### config.mk
export PLATFORM = sky130hd
export DESIGN_NAME = bus_arbiter
export DESIGN_NICKNAME = d
export VERILOG_FILES = /design/src/bus_pkg.sv /design/src/bus_arbiter.sv
export VERILOG_INCLUDE_DIRS = /design/src /design/src/src
export SDC_FILE = /design/constraint.sdc
export NUM_CORES = 1
export LEC_CHECK = 0
export BUFFER_PORTS_ARGS = -buffer_cell sky130_fd_sc_hd__clkbuf_2
export CAP_MARGIN = 40
export CORE_AREA = 2 2 39 41
export CTS_BUF_LIST = sky130_fd_sc_hd__clkbuf_4
export CTS_CLUSTER_SIZE = 8
export DETAILED_ROUTE_END_ITERATION = 8
export DIE_AREA = 0 0 41 43
export PLACE_DENSITY = 0.64
export SLEW_MARGIN = 20
export SYNTH_ARGS = -nofsm -noshare
export SYNTH_HDL_FRONTEND = slang
export SYNTH_SLANG_ARGS = --single-unit
### constraint.sdc
create_clock -name clock -period 1.9 [get_ports clock]
set_clock_uncertainty 0.15 [all_clocks]
set_input_delay 0.19 -clock clock [delete_from_list [all_inputs] [get_ports clock]]
set_output_delay 0.19 -clock clock [all_outputs]
set_load 0.005 [all_outputs]
### src/bus_params.svh
`ifndef BUS_PARAMS_SVH
`define BUS_PARAMS_SVH

// Bus widths
`define BUS_ADDR_WIDTH 14
`define BUS_DATA_WIDTH 8

// Top address bits that pick a slave
`define SLAVE_SEL_WIDTH 2

// Slave sizes in bytes
`define SLAVE0_DEPTH 2048
`define SLAVE12_DEPTH 4096

`define MEM_LATENCY 3       // Cycles from capture edge to done

// Longest run of granted cycles while the other master waits
`define ARB_HOLD_LIMIT 15

`endif

### src/bus_pkg.sv
`include "bus_params.svh"

// Types seen on the master side of the bus
package bus_pkg;

  // Select field in the top bits, slave offset below it
  typedef logic [`BUS_ADDR_WIDTH-1:0] addr_t;

  typedef logic [`BUS_DATA_WIDTH-1:0] data_t;  // One byte per transfer

  typedef logic [`SLAVE_SEL_WIDTH-1:0] slave_sel_t;

  // Current bus owner
  typedef logic master_sel_t;  // 0 is master 0, 1 is master 1

endpackage

### src/bus_arbiter.sv
`include "bus_params.svh"

module bus_arbiter (
  input  logic                 clock,
  input  logic                 reset,
  input  logic                 req0,
  input  logic                 req1,
  output logic                 grant0,
  output logic                 grant1,
  output bus_pkg::master_sel_t master_sel
);

  localparam int TIMER_WIDTH = $clog2(`ARB_HOLD_LIMIT + 1);
  localparam logic [TIMER_WIDTH-1:0] HOLD_LIMIT = TIMER_WIDTH'(`ARB_HOLD_LIMIT);

  typedef enum logic [1:0] {
    arb_idle,
    arb_grant0,
    arb_grant1
  } arb_state_t;

  arb_state_t state;
  logic [TIMER_WIDTH-1:0] timer;  // Granted cycles of the current owner
  logic own_req;
  logic other_req;
  logic hold_expired;

  // Requests as seen from the current owner
  assign own_req   = (state == arb_grant1) ? req1 : req0;
  assign other_req = (state == arb_grant1) ? req0 : req1;

  // Owner has used up its turn and someone is waiting
  assign hold_expired = (timer == HOLD_LIMIT) && other_req;

  always_ff @(posedge clock) begin
    if (reset) begin
      state      <= arb_idle;
      timer      <= '0;
      master_sel <= 1'b0;
    end else begin
      case (state)
        arb_idle: begin
          if (req0) begin  // Master 0 first from idle
            state      <= arb_grant0;
            master_sel <= 1'b0;
            timer      <= TIMER_WIDTH'(1);
          end else if (req1) begin
            state      <= arb_grant1;
            master_sel <= 1'b1;
            timer      <= TIMER_WIDTH'(1);
          end
        end
        arb_grant0, arb_grant1: begin
          if (own_req && !hold_expired) begin
            if (timer != HOLD_LIMIT) begin
              timer <= timer + 1'b1;  // Saturates while nobody waits
            end
          end else if (other_req) begin
            // Hand over to the waiting master
            state      <= (state == arb_grant0) ? arb_grant1 : arb_grant0;
            master_sel <= (state == arb_grant0);
            timer      <= TIMER_WIDTH'(1);
          end else begin
            state <= arb_idle;  // master_sel holds its value
            timer <= '0;
          end
        end
        default: begin
          state <= arb_idle;
        end
      endcase
    end
  end

  assign grant0 = (state == arb_grant0);
  assign grant1 = (state == arb_grant1);

endmodule

==> results of run 1 <==
registers in the layout (all words and copies together), names as in the netlist:
register and count:
master_sel 1, state 2, timer 4
critical path: stages, from the launching register on:
cell,delay (ps)
sky130_fd_sc_hd__dfxtp_4,370
sky130_fd_sc_hd__inv_1,70
sky130_fd_sc_hd__ha_1,220
sky130_fd_sc_hd__nor3b_4,180
sky130_fd_sc_hd__a21o_1,210
sky130_fd_sc_hd__or4b_4,490
sky130_fd_sc_hd__a21oi_2,120
cell type report:
class,instances,area [sq um]
well taps,16,20.02
flip-flops and latches,7,145.1
clock buffers,4,30.03
repair buffers,15,97.59
fillers,123,618.1
multi-input cells,49,450.4
inverters,6,22.52
per-layer routing:
metal	track usage	up-vias	wire, um
met5	0	-	0
met4	0.04000	0	37
met3	0.06283	8	57
met2	0.3125	24	697
met1	0.2427	259	592
li1	-	288	-
repair_timing:
item	in CTS	in global routing
pin swaps	0	3
gates resized for setup	1	9
setup endpoints to repair	3	6
power groups by stage:
stage	sequential (mW)	combinational, mW	clock, mW
after floorplan	0.181	0.142	0
after global routing	0.181	0.275	0.169
after CTS	0.175	0.234	0.159
final	0.178	0.252	0.156
after global placement	0.178	0.229	0
after detailed placement	0.178	0.230	0
through the flow:
stage                     instance area, sq um  cells
after global placement                   699.4     93
after detailed placement                 699.4     93
final                                    765.7     97
after floorplan                          596.8     64
after global routing                     765.7     97
after CTS                                732.0     97
how the worst max path moves through the flow:
stage / startpoint / end / depth (start not counted)
floorplan: state[0] / timer[1] / 6
global placement: state[1] / timer[1] / 6
detailed placement: state[0] / state[0] / 7
CTS: state[0] / state[0] / 7
global route: state[1] / timer[1] / 6
finish: state[1] / timer[1] / 6
layout by cell type (no fill, tap or decap), types with 2 or more instances in the layout:
cell type                  n
sky130_fd_sc_hd__buf_4     9
sky130_fd_sc_hd__clkbuf_2  6
sky130_fd_sc_hd__ha_1      5
sky130_fd_sc_hd__dfxtp_1   5
sky130_fd_sc_hd__inv_1     4
sky130_fd_sc_hd__nand3_1   4
sky130_fd_sc_hd__clkbuf_4  4
sky130_fd_sc_hd__o211ai_1  3
sky130_fd_sc_hd__nand2_1   3
sky130_fd_sc_hd__inv_2     2
sky130_fd_sc_hd__o21ai_0   2
sky130_fd_sc_hd__nor2_1    2
sky130_fd_sc_hd__a211oi_2  2
sky130_fd_sc_hd__a21oi_1   2
sky130_fd_sc_hd__or4b_1    2
kinds of logic after synthesis:
logic type / synth area share
AOI/OAI and AO/OA: 0.2600
and+or+nand+nor: 0.2327
buffers and inverters: 0.06288
DFF: 0.2348
adders and majority gates: 0.1258
muxes: 0.08384
==> results.toml, run 1 <==
[die]
boundaryPins = 7
initial_utilization = 0.4313
die_area_sq_mm = 0.001763
core_region_area_sq_mm = 0.001384
rows = 14
die_h_um = 43
die_w_um = 41

[pwr]
power.density_mw_per_mm2 = 766.2
power.static_leakage_nw = 0.3221
share_seq_of_total_power = 0.303
p_clk_frac = 0.266
power.switching_fraction = 0.3469
p_switching_uw = 203.5
power_frac_comb = 0.430
power.internal_uw = 383.2
post-layout-total-power_uw = 586.7
vdd_drop_max_uv = 391.9

[synth]
synth_warnings = 0
postSynthNetCount = 74
ys_seq_elements = 7
ys_dominant_reg_cell = "sky130_fd_sc_hd__dfxtp_1"
netlist_top_cells_count = "7 x sky130_fd_sc_hd__dfxtp_1, 6 x sky130_fd_sc_hd__ha_1, 5 x sky130_fd_sc_hd__inv_1"
post_synth_num_cell_types = 36
synth.top_cell.area_share = 0.2348
yosysMostFrequentCell = "sky130_fd_sc_hd__dfxtp_1"
top_cells_by_area_synth = "sky130_fd_sc_hd__dfxtp_1 23%, sky130_fd_sc_hd__ha_1 13%, sky130_fd_sc_hd__or4b_1 5.0%"
syn_avg_cell_area_sq_um = 9.325
synth_enable_flop_cells = 0
netlist.top_cell.by_area = "sky130_fd_sc_hd__dfxtp_1"
syn_inst = 64
synth-async-reset-ratio = 0
netlist_area_pre_place_sq_um = 596.8
sequential_fraction_of_the_synthesis_area = 0.2348

[worst_setup_path]
critical_path_startpoint_category = "register"
end_kind = "register"
reg2regPathDepth = 6
worst_path_required_time_ps = 1940
rr_startpoint = "state[1]"
timing_worst_setup_path_type = "reg -> reg"
crit_fanout = 5
crit-reg2reg-capture = "timer[1]"
r2r_slack_ps = 20
worst_ep_arrival_time_ps = 1920

[global_routing]
grt_pass1_wl_um = 2325
residual_overflow_from_global_routing = 0
first_global_vias = 530
grt_max_degree = 11
grt_usage = 0.1942
grt_antenna_before_repair = 0

[finish]
finalCoreUtilization = 0.5533
drive_above_1_share = 0.4074
diodes = 0
final_net_count = 92
area_growth_pct = 28.30

[cts]
clk-insertion-delay-late_ps = 250
cts_made_buffers = 3
post_cts_hold_buffer_count = 0
cts.path.max_buffers = 2
postCtsSetupRepairBufs = 0
cts_tree = "built"
cts_clk_pin_slew_worst_paths_ps = 60
cts.sinks = 7
clock_tree.htree_level_count = 1
cts-root-buf = "sky130_fd_sc_hd__clkbuf_4"

[sta]
max_freq_mhz = 533.1
hold_violations = 0
finalCriticalPeriod_ps = 1876
pins_over_slew_limit = 0
timing.slew.headroom = 0.7941
finalSetupTns_ps = 0
report.final.setup_viol = 0
tightest_slew_ps = 300.2
finalHoldWorstSlack_ps = 80.98
postLayoutSetupSlackWorst_ps = 24.19
final.period_utilization = 0.9873

[placed_design]
gp_congestion = 0.7659
post-dp-hpwl_um = 1004
preCtsSetupSlack_ps = 9.708
port_buffers = 6

[detailed_routing]
via_count = 579
drt-vias-per-instance = 5.969
drc_errors_left = 0
drt_first_iter_violations = 11
drt_first_pass_iters = 4
routed_wire_length_um = 1385
ant_nets = 0
detail_route.wl_per_cell_um = 14.28

[min_path]
worstHoldEndpoint = "timer[1]"
min_path_cells = 2
min_from = "reset"
worstHoldPathType = "in -> reg"

[run]
cap_viol_max_count = 0

[run_status]
outcome = "completed"
Power figures use the tool's default switching activity.
==> run 2: changes to the inputs <==
--- a/config.mk
+++ b/config.mk
@@ -13,6 +13,7 @@
 export CTS_CLUSTER_SIZE = 8
 export DETAILED_ROUTE_END_ITERATION = 8
 export DIE_AREA = 0 0 41 43
+export HOLD_SLACK_MARGIN = 0.1
 export PLACE_DENSITY = 0.64
 export SLEW_MARGIN = 20
 export SYNTH_ARGS = -nofsm -noshare
==> run 2 against run 1 <==
Sequential power about the same. Via count decreased by 0.17%. Clock-buffer cell count unchanged. Largest power group unchanged. Sequential share of layout area fell by 0.24 points. Flip-flop and latch count did not move. Die area stayed put. Hold slack gained 190 ps. Core utilization is 0.72 points higher. Largest cell class unchanged. Maximum frequency rose by 0.43%. Power barely moved. Highest routed layer unchanged. Clock power is essentially flat. Global-route usage rose by 0.20 points.
==> results.toml, run 2 (synthesized netlist as in run 1, its figures left out) <==
[finish]
largest_registers = "timer: 4 flops, state: 2 flops, master_sel: 1 flops"
diodes = 0
area_growth_pct = 29.98
drive_above_1_share = 0.4024
number_of_flip_flops_under_the_largest_register_name = 4
mostFrequentLayoutCells = "9 x sky130_fd_sc_hd__buf_4, 6 x sky130_fd_sc_hd__clkbuf_2, 5 x sky130_fd_sc_hd__ha_1, 5 x sky130_fd_sc_hd__dfxtp_1"
layout.cells.most_common = "sky130_fd_sc_hd__buf_4"
finalCoreUtilization = 0.5606
final_net_count = 93
largest_register = "timer"

[die]
die_h_um = 43
die_area_sq_mm = 0.001763
initial_utilization = 0.4313
boundaryPins = 7
rows = 14
core_region_area_sq_mm = 0.001384
die_w_um = 41

[worst_setup_path]
end_kind = "register"
critical_path_startpoint_category = "register"
crit_fanout = 5
worst_path_required_time_ps = 1940
r2r_slack_ps = 30
timing_worst_setup_path_type = "reg -> reg"
worst_ep_arrival_time_ps = 1910

[sta]
tightest_slew_ps = 289.7
finalHoldWorstSlack_ps = 272.3
hold_violations = 0
finalCriticalPeriod_ps = 1868
report.final.setup_viol = 0
max_freq_mhz = 535.4
timing.slew.headroom = 0.8013
final.period_utilization = 0.9830
pins_over_slew_limit = 0

[global_routing]
grt_pass1_wl_um = 2352
grt_antenna_before_repair = 0
first_global_vias = 542
grt_max_degree = 11
residual_overflow_from_global_routing = 0
grt_usage = 0.1962

[detailed_routing]
drt-vias-per-instance = 5.898
drt_first_iter_violations = 11
routed_wire_length_um = 1383
ant_nets = 0
via_count = 578
drc_errors_left = 0
detail_route.wl_per_cell_um = 14.11
drt_first_pass_iters = 4

[placed_design]
gp_congestion = 0.7659
post-dp-hpwl_um = 1004
port_buffers = 6

[cts]
cts.sinks = 7
cts.path.max_buffers = 2
cts_tree = "built"
cts_clk_pin_slew_worst_paths_ps = 60
clock_tree.htree_level_count = 1
clk-insertion-delay-late_ps = 250
cts_made_buffers = 3
cts-root-buf = "sky130_fd_sc_hd__clkbuf_4"

[pwr]
share_seq_of_total_power = 0.304
power.internal_uw = 384.4
power.density_mw_per_mm2 = 755.9
power_frac_comb = 0.432
power.static_leakage_nw = 0.3262
power.switching_fraction = 0.3444
vdd_drop_max_uv = 391.0
p_clk_frac = 0.264
p_switching_uw = 202.0
post-layout-total-power_uw = 586.4

[min_path]
worstHoldPathType = "in -> reg"

[run]
cap_viol_max_count = 0

[run_status]
outcome = "completed"
-- run 2: changes by cell type in the layout (fill, tap and decap cells not counted), sizes merged --
cell         previous run  this run
dlygate4sd3             0         1
-- run 2: layout make-up --
type                    instances  area, sq um
repair buffers                 16        107.6
fillers                       122        608.1
flip-flops and latches          7        145.1
well taps                      16        20.02
inverters                       6        22.52
clock buffers                   4        30.03
multi-input cells              49        450.4
-- run 2: worst max-delay path, stage by stage (launching register included) --
cell and delay [ps]:
sky130_fd_sc_hd__dfxtp_4 370, sky130_fd_sc_hd__inv_1 70, sky130_fd_sc_hd__ha_1 210, sky130_fd_sc_hd__nor3b_4 180, sky130_fd_sc_hd__a21o_1 210, sky130_fd_sc_hd__or4b_4 490
sky130_fd_sc_hd__a21oi_2 120
-- run 2: power groups by stage --
| stage | combinational, mW | clock [mW] | sequential (mW) |
|---|---|---|---|
| 6_report | 0.254 | 0.155 | 0.178 |
| 3_3_place_gp | 0.229 | 0 | 0.178 |
| 5_1_grt | 0.276 | 0.169 | 0.181 |
| 2_1_floorplan | 0.142 | 0 | 0.181 |
| 3_5_place_dp | 0.230 | 0 | 0.178 |
| 4_1_cts | 0.235 | 0.159 | 0.175 |
-- run 2: metal layers --
metal	track usage	vias up	part of all wire
li1	-	288	-
met1	0.2427	262	0.42
met2	0.3188	22	0.51
met3	0.06283	6	0.043
met4	0.04000	0	0.025
met5	0	-	0
-- run 2: path summary, 6_finish.rpt --
path / from / to / cells past startpoint
worst max-delay path: state[1] / timer[1] / 6
worst min-delay path: req0 / state[0] / 3
worst max register to register: state[1] / timer[1] / 6
worst min register to register: master_sel / master_sel / 2
-- run 2: stage by stage --
stage | std cells | setup WS, ps | instance area, sq um | setup TNS [ps]
6_report | 98 | 32.30 | 775.7 | 0
4_1_cts | 98 | 4.357 | 742.0 | 0
5_1_grt | 98 | -20.82 | 775.7 | -20.82
2_1_floorplan | 64 | 2.237 | 596.8 | 0
3_3_place_gp | 93 | 37.71 | 699.4 | 0
3_5_place_dp | 93 | 9.708 | 699.4 | 0
-- run 2: what timing repair did --
action / in CTS / in global routing
buffers inserted: 0 / 0
hold endpoints to repair: 2 / 0
gates cloned: 0 / 0
hold buffers: 1 / 0
endpoints found under the setup margin: 3 / 6
resized for setup: 1 / 9
pin swaps: 0 / 3
