===== config.mk =====
export PLATFORM = sky130hd
export DESIGN_NAME = bus_interconnect
export DESIGN_NICKNAME = d
export VERILOG_FILES = /design/src/bus_pkg.sv /design/src/mem_pkg.sv /design/src/bus_interconnect.sv
export VERILOG_INCLUDE_DIRS = /design/src /design/src/src
export SDC_FILE = /design/constraint.sdc
export NUM_CORES = 1
export LEC_CHECK = 0
export ABC_AREA = 1
export BUFFER_PORTS_ARGS = -buffer_cell sky130_fd_sc_hd__buf_2
export CAP_MARGIN = 20
export CORE_ASPECT_RATIO = 0.75
export CORE_MARGIN = 4
export CORE_UTILIZATION = 31
export DETAILED_ROUTE_END_ITERATION = 6
export GPL_TIMING_DRIVEN = 0
export PLACE_DENSITY = 0.91
export SLEW_MARGIN = 20
export SYNTH_ARGS = -nofsm -noshare
export SYNTH_HDL_FRONTEND = slang
export SYNTH_SLANG_ARGS = --single-unit

===== constraint.sdc =====
create_clock -name vclk -period 1.8
set_clock_uncertainty 0.1 [all_clocks]
set_input_delay 0.18 -clock vclk [all_inputs]
set_output_delay 0.18 -clock vclk [all_outputs]
set_load 0.05 [all_outputs]

===== src/bus_params.svh =====
`ifndef BUS_PARAMS_SVH
`define BUS_PARAMS_SVH

// Bus widths
`define BUS_ADDR_WIDTH 14
`define BUS_DATA_WIDTH 8

// Top address bits that pick a slave
`define SLAVE_SEL_WIDTH 2

// Slave sizes in bytes
`define SLAVE0_DEPTH 2048
`define SLAVE12_DEPTH 4096

`define MEM_LATENCY 3       // Cycles from capture edge to done

// Longest run of granted cycles while the other master waits
`define ARB_HOLD_LIMIT 15

`endif


===== src/bus_pkg.sv =====
`include "bus_params.svh"

// Types seen on the master side of the bus
package bus_pkg;

  // Select field in the top bits, slave offset below it
  typedef logic [`BUS_ADDR_WIDTH-1:0] addr_t;

  typedef logic [`BUS_DATA_WIDTH-1:0] data_t;  // One byte per transfer

  typedef logic [`SLAVE_SEL_WIDTH-1:0] slave_sel_t;

  // Current bus owner
  typedef logic master_sel_t;  // 0 is master 0, 1 is master 1

endpackage


===== src/mem_pkg.sv =====
`include "bus_params.svh"

// Types on the memory side of the interconnect
package mem_pkg;

  // Address bits below the select field
  typedef logic [`BUS_ADDR_WIDTH-`SLAVE_SEL_WIDTH-1:0] mem_offset_t;

  typedef enum logic [1:0] {
    mem_idle,       // Waiting for valid
    mem_servicing,  // Latency count running
    mem_response    // Done high for one cycle
  } mem_state_t;

endpackage


===== src/bus_interconnect.sv =====
`include "bus_params.svh"

module bus_interconnect (
  input  bus_pkg::master_sel_t master_sel,
  input  logic                 m0_write,
  input  bus_pkg::addr_t       m0_address,
  input  logic                 m0_valid,
  input  bus_pkg::data_t       m0_wdata,
  input  logic                 m1_write,
  input  bus_pkg::addr_t       m1_address,
  input  logic                 m1_valid,
  input  bus_pkg::data_t       m1_wdata,
  input  bus_pkg::data_t       s0_rdata,
  input  logic                 s0_done,
  input  bus_pkg::data_t       s1_rdata,
  input  logic                 s1_done,
  input  bus_pkg::data_t       s2_rdata,
  input  logic                 s2_done,
  output logic                 bus_write,
  output mem_pkg::mem_offset_t bus_offset,
  output bus_pkg::data_t       bus_wdata,
  output logic                 s0_valid,
  output logic                 s1_valid,
  output logic                 s2_valid,
  output bus_pkg::data_t       rdata,
  output logic                 done
);
  import bus_pkg::*;

  addr_t      address;
  logic       valid;
  slave_sel_t sel;

  // Owner's request onto the shared path
  assign address   = master_sel ? m1_address : m0_address;
  assign valid     = master_sel ? m1_valid : m0_valid;
  assign bus_write = master_sel ? m1_write : m0_write;
  assign bus_wdata = master_sel ? m1_wdata : m0_wdata;

  // Split address into select and offset
  assign sel        = address[`BUS_ADDR_WIDTH-1 -: `SLAVE_SEL_WIDTH];
  assign bus_offset = address[`BUS_ADDR_WIDTH-`SLAVE_SEL_WIDTH-1:0];

  assign s0_valid = valid && (sel == slave_sel_t'(0));
  assign s1_valid = valid && (sel == slave_sel_t'(1));
  assign s2_valid = valid && (sel == slave_sel_t'(2));

  // Response from the addressed slave
  always_comb begin
    case (sel)
      slave_sel_t'(0): begin
        rdata = s0_rdata;
        done  = s0_done;
      end
      slave_sel_t'(1): begin
        rdata = s1_rdata;
        done  = s1_done;
      end
      slave_sel_t'(2): begin
        rdata = s2_rdata;
        done  = s2_done;
      end
      default: begin  // Unmapped, nobody answers
        rdata = '0;
        done  = 1'b0;
      end
    endcase
  end

endmodule


==> results of run 1 <==
==> logic make-up after synthesis <==
group	synth area share, %
muxes	1.597
and+or+nand+nor	82.43
buffers and inverters	15.97
==> final cells by class <==
class	instances	area, µm²	area share [%]
Timing Repair Buffer	108	540.5	45.24
Multi-Input combinational cell	118	526.8	44.08
Buffer	9	76.32	6.387
Tap cell	22	27.53	2.304
Inverter	5	23.77	1.990
==> cell usage after synthesis <==
library cell,n,area [µm²]
nand2_4,2,22.52
buf_2,4,20.02
buf_6,5,56.30
nand3_1,36,180.2
nand2_1,69,259.0
nand2_2,7,43.79
mux2i_1,1,10.01
inv_1,4,15.01
inv_6,1,8.760
nor2_1,3,11.26
==> through the flow <==
stage / worst slack, ns / area, µm² / cells / power (mW)
2_1_floorplan: 0.2086 / 626.9 / 132 / 0.3592
5_1_grt: 0.3377 / 1195 / 262 / 0.5516
6_report: 0.4244 / 1195 / 262 / 0.5171
3_5_place_dp: 0.4306 / 1195 / 262 / 0.5180
3_3_place_gp: 0.4342 / 1195 / 262 / 0.5142
4_1_cts: 0.4301 / 1195 / 262 / 0.5188
==> metal layers <==
layer | vias up | wire length, µm | track usage, %
met1 | 505 | 1154 | 24.08
li1 | 640 | - | -
met3 | 0 | 136 | 0.5495
met2 | 36 | 1558 | 35.13
met5 | - | 0 | 0
met4 | 0 | 0 | 0
==> report_power, final <==
part	switching (mW)	internal [mW]	total, mW
sequential	0	0	0
combinational	0.359	0.158	0.517
clock	0	0	0
total	0.359	0.158	0.517
==> worst paths after layout <==
path	slack [ns]	startpoint	cells after the start	endpoint
worst max-delay path	0.42	master_sel	7	rdata[3]
worst min-delay path	0.64	m0_address[8]	4	bus_offset[8]
==> critical path: stages <==
cell     delay, ns
buf_6         0.12
inv_6         0.08
nand2_1       0.06
nand2_2       0.18
nand3_1       0.12
nand3_1       0.09
buf_2         0.26
==> impl_metrics.json, run 1 <==
{
  "status": "completed",
  "vias": 1181,
  "power.density_nw_per_um2": 432.8,
  "place.detailed.hpwl_um": 2517,
  "fin_hold_ws_ns": 0.6444,
  "yosysUniqueCellTypes": 10,
  "start_util_pct": 34.41,
  "grt_pass1_vias": 982,
  "seq_area_um2": 0,
  "required_ns": 1.52,
  "path_class": "in -> out",
  "peakVddDrop_mv": 0.3408,
  "critPathLaunchType": "input port",
  "gp_congestion": 0.7273,
  "setup_viol": 0,
  "fin_nets": 318,
  "vias_per_cell": 4.508,
  "fin_crit_ns": 1.376,
  "seq_cell_count": 0,
  "fmaxAchievable_mhz": 727.0,
  "num_antenna_cells": 0,
  "synth_area_per_cell_um2": 4.749,
  "die_area_um2": 2813,
  "synth_warnings": 0,
  "cts_resized": 0,
  "routed_wirelength_um": 2849,
  "cts_setup_buffers": 0,
  "overflow": 0,
  "maxCapViolations": 0,
  "io_pins": 109,
  "min_path_type": "in -> out",
  "final_common_cell": "buf_2",
  "syn-instance-count": 132,
  "slew_headroom_pct": 83.90,
  "postCtsHoldBufs": 0,
  "worst_pin_slew_ns": 0.2349,
  "ant_nets": 0,
  "power_leakage_nw": 0.8269,
  "fin_util_pct": 65.59,
  "grt_usage_pct": 18.18,
  "clkbuf_count": 0,
  "drc": 0,
  "drt_iter0_drc": 42,
  "core_um2": 1822,
  "dieHeight_um": 46.95,
  "io_buffers": 108,
  "hold_viol": 0,
  "grt_pass1_wl_um": 4098,
  "die_w_um": 59.93,
  "syn-cell-area_um2": 626.9,
  "worst_ep_arrival_time_ns": 1.10,
  "ys_seq_area_share_pct": 0,
  "grt_max_degree": 11,
  "drv_slew": 0,
  "rsz0062_at_grt": "no",
  "syn2layout_area_growth_pct": 90.62,
  "syn-num-nets": 208,
  "drive_above_1_share_pct": 52.92,
  "min_period_over_period_pct": 76.42,
  "dr.pass1.iters": 4,
  "final.fill_count": 186,
  "tns_ns": 0,
  "layout.cells.most_common_list": "112 x buf_2, 69 x nand2_1, 36 x nand3_1",
  "end_kind": "output port",
  "wire_per_inst_um": 10.87,
  "rows": 13,
  "crit_fanout": 10,
  "antenna_found_initial": 0
}
Power figures use the tool's default switching activity.
==> inputs of run 2 (changes only) <==
Settings changed: CORE_UTILIZATION 31 to 26, PLACE_DENSITY 0.91 to 0.81.
Clock period 1.8 ns to 1.2 ns, I/O delays scaled along.
==> impl_metrics.json, run 2 (synthesis results as in run 1) <==
{
  "status": "completed",
  "min_to": "rdata[4]",
  "hold_depth": 4,
  "gp_congestion": 0.6832,
  "wire_per_inst_um": 11.33,
  "drt_iter0_drc": 41,
  "power_leakage_nw": 0.9186,
  "ant_nets": 0,
  "hold_viol": 0,
  "power.share.combinational_pct": 100.0,
  "power.density_nw_per_um2": 633.2,
  "place.detailed.hpwl_um": 2316,
  "slew_headroom_pct": 68.30,
  "overflow": 0,
  "path_class": "in -> out",
  "p_switching_mw": 0.5802,
  "routed_wirelength_um": 3126,
  "syn2layout_area_growth_pct": 130.1,
  "pwr-share-seq_pct": 0,
  "worst_ep_arrival_time_ns": 0.94,
  "die_area_um2": 3269,
  "dpl_worst_slack_ns": -0.1132,
  "min_from": "s0_rdata[4]",
  "clockPowerShare_pct": 0,
  "seq_cell_count": 0,
  "fmaxAchievable_mhz": 865.4,
  "vias": 1237,
  "num_antenna_cells": 0,
  "grt_busiest_layer": "met2",
  "maxCapViolations": 0,
  "core_um2": 2290,
  "met3_usage_pct": 1.566,
  "fin_crit_ns": 1.156,
  "placed_cell_area_um2": 1277,
  "rows": 15,
  "fin_ws_ns": 0.04449,
  "critPathLaunchType": "input port",
  "min_path_type": "in -> out",
  "gr-usage-met2_pct": 33.05,
  "io_buffers": 108,
  "crit_fanout": 9,
  "io_pins": 109,
  "placed_cells": 274,
  "die_w_um": 64.70,
  "peakVddDrop_mv": 0.3198,
  "seq_area_um2": 0,
  "globalRouteMet1Util_pct": 19.15,
  "fin_nets": 320,
  "layout.cells.most_common_list": "89 x buf_2, 68 x nand2_1, 27 x nand3_1",
  "grt_pass1_vias": 1084,
  "netSwitchingFraction_pct": 63.51,
  "power_mw": 0.9135,
  "setup_viol": 0,
  "final.fill_count": 242,
  "antenna_found_initial": 0,
  "worst_pin_slew_ns": 0.4662,
  "p_int_mw": 0.3333,
  "drive_above_1_share_pct": 59.09,
  "required_ns": 0.98,
  "vias_per_cell": 4.482,
  "start_util_pct": 27.38,
  "instances_no_fill": 276,
  "min_period_over_period_pct": 96.29,
  "rsz0062_at_grt": "yes",
  "final_cell_area_um2": 1443,
  "drc": 0,
  "drv_slew": 0,
  "grt_usage_pct": 16.20,
  "grt_pass1_wl_um": 4471,
  "final_common_cell": "buf_2",
  "end_kind": "output port",
  "clkbuf_count": 0,
  "dieHeight_um": 50.53,
  "dr.pass1.iters": 4,
  "grt_max_degree": 11
}
## run 2: cell count changes in the layout (fill, tap and decap cells not counted), sizes merged
| cell | previous run | this run |
|---|---|---|
| clkbuf | 0 | 11 |
| buf | 117 | 108 |
## run 2: worst max-delay path by stage
stage | slack, ns | cells past startpoint | end | start
after floorplan | 0.02 | 3 | s0_valid | master_sel
after global placement | -0.12 | 4 | s1_valid | master_sel
after detailed placement | -0.11 | 4 | s1_valid | master_sel
after CTS | 0.00005 | 7 | rdata[2] | master_sel
after global routing | -0.02 | 8 | rdata[3] | master_sel
final | 0.04 | 8 | s1_valid | master_sel
## run 2: final cells by class
class	count	area [µm²]	area share [%]
Buffer	9	80.08	5.551
Timing Repair Buffer	110	680.7	47.18
Tap cell	34	42.54	2.949
Inverter	5	23.77	1.648
Multi-Input combinational cell	118	615.6	42.67
## run 2: metal layers
metal	part of all wire, %	up-vias
met5	0	-
met4	1.4	0
met3	8.4	4
met2	51	54
met1	39	533
li1	-	646
## run 2: per-stage QoR
stage | utilization [%] | setup TNS [ns] | hold WS, ns
final | 63.01 | 0 | 0.5061
after global placement | 55.79 | -0.6512 | 0.5196
after detailed placement | 55.79 | -0.8036 | 0.5220
after global routing | 63.01 | -0.09369 | 0.5412
after CTS | 57.49 | 0 | 0.5250
after floorplan | - | 0 | 0.4293
## run 2: critical path: stages
cell and delay (ns):
buf_6 0.12, inv_6 0.08, nand2_2 0.06, nand2_4 0.08, buf_6 0.13, nand2_2 0.06, nor2_4 0.11, buf_6 0.16
## run 2: what timing repair did
item                                    4_1_cts  5_1_grt
setup buffers                                 0        0
gates cloned                                  0        2
endpoints found under the setup margin       12       23
hold buffers                                  0        0
resized for setup                            14       35
## run 2: power by group through the flow
stage	sequential, mW	clock (mW)	combinational (mW)
after global placement	0	0	0.794
final	0	0	0.914
after floorplan	0	0	0.564
after global routing	0	0	0.973
after detailed placement	0	0	0.800
after CTS	0	0	0.831
==> inputs of run 3 (changes only) <==
Settings changed: MAX_ROUTING_LAYER set to met4.
==> impl_metrics.json, run 3 (synthesis results as in run 1) <==
{
  "maxCapViolations": 0,
  "fmaxAchievable_mhz": 865.7,
  "setup_viol": 0,
  "dieHeight_um": 50.53,
  "wire_per_inst_um": 11.32,
  "postCtsHoldBufs": 0,
  "power_leakage_nw": 0.9186,
  "start_util_pct": 27.38,
  "grt_pass1_vias": 1081,
  "vias": 1238,
  "peakVddDrop_mv": 0.3200,
  "clkbuf_count": 0,
  "tns_ns": 0,
  "io_buffers": 108,
  "dr.pass1.iters": 4,
  "seq_cell_count": 0,
  "overflow": 0,
  "slew_headroom_pct": 68.46,
  "power.density_nw_per_um2": 633.0,
  "die_w_um": 64.70,
  "fin_util_pct": 63.01,
  "grt_pass1_wl_um": 4471,
  "grt_usage_pct": 16.63,
  "instances_no_fill": 276,
  "routed_wirelength_um": 3124,
  "fin_nets": 320,
  "required_ns": 0.98,
  "rsz0062_at_grt": "yes",
  "crit_fanout": 9,
  "drive_above_1_share_pct": 59.09,
  "power_mw": 0.9132,
  "seq_area_um2": 0,
  "ant_nets": 0,
  "io_pins": 109,
  "vias_per_cell": 4.486,
  "gp_congestion": 0.6903,
  "num_antenna_cells": 0,
  "fin_hold_ws_ns": 0.5061,
  "min_period_over_period_pct": 96.26,
  "crit_end": "s1_valid",
  "drc": 0,
  "syn2layout_area_growth_pct": 130.1,
  "drv_slew": 0,
  "grt_max_degree": 11,
  "hold_viol": 0,
  "critPathLaunchType": "input port",
  "place.detailed.hpwl_um": 2316,
  "cts_setup_buffers": 0,
  "antenna_found_initial": 0,
  "placed_cells": 274,
  "worst_ep_arrival_time_ns": 0.94,
  "drt_iter0_drc": 37,
  "core_um2": 2290,
  "min_path_type": "in -> out",
  "final_common_cell": "buf_2",
  "layout.cells.most_common_list": "89 x buf_2, 68 x nand2_1, 27 x nand3_1",
  "rows": 15,
  "die_area_um2": 3269,
  "end_kind": "output port",
  "fin_crit_ns": 1.155,
  "status": "completed",
  "path_class": "in -> out",
  "startpoint": "master_sel",
  "worst_pin_slew_ns": 0.4639
}
run 3: cell counts in the layout (fill, tap and decap cells not counted):
No cell type changed its count.
run 3: how the worst min path moves through the flow:
stage / from / to / slack (ns) / cells past startpoint
finish: s0_rdata[4] / rdata[4] / 0.51 / 4
global placement: m0_wdata[3] / bus_wdata[3] / 0.52 / 4
floorplan: s0_done / done / 0.43 / 2
detailed placement: m0_address[11] / bus_offset[11] / 0.52 / 4
CTS: m0_address[11] / bus_offset[11] / 0.53 / 4
global route: m0_wdata[7] / bus_wdata[7] / 0.54 / 4
run 3: layout make-up:
| type | instances | area (µm²) |
|---|---|---|
| fillers | 242 | 847.1 |
| multi-input cells | 118 | 615.6 |
| inverters | 5 | 23.77 |
| well taps | 34 | 42.54 |
| plain buffers | 9 | 80.08 |
| repair buffers | 110 | 680.7 |
run 3: worst max-delay path: stages:
cell     delay [ns]
buf_6          0.12
inv_6          0.08
nand2_2        0.06
nand2_4        0.08
buf_6          0.13
nand2_2        0.06
nor2_4         0.11
buf_6          0.16
run 3: timing repair:
action | 4_1_cts | 5_1_grt
cloned | 0 | 2
setup endpoints to repair | 12 | 23
gates resized for setup | 14 | 35
pin swaps | 0 | 0
run 3: where the power goes:
group          leakage [nW]  internal [mW]  switching [mW]
logic                 0.919          0.333           0.580
registers                 0              0               0
clock network             0              0               0
total                 0.919          0.333           0.580
run 3: per-layer routing:
metal  GRT usage [%]  share of wire (%)  vias up
met1           19.28                 39      529
met2           33.05                 51       59
li1                -                  -      646
met4               0                1.4        0
met3           1.342                8.2        4
met5               -                  0        -
run 3: metrics by stage:
step                setup WS, ns  area (µm²)
detailed placement       -0.1132        1277
global placement         -0.1163        1277
floorplan                0.02434       694.4
finish                   0.04490        1443
CTS                   0.00004796        1316
global route            -0.01856        1443
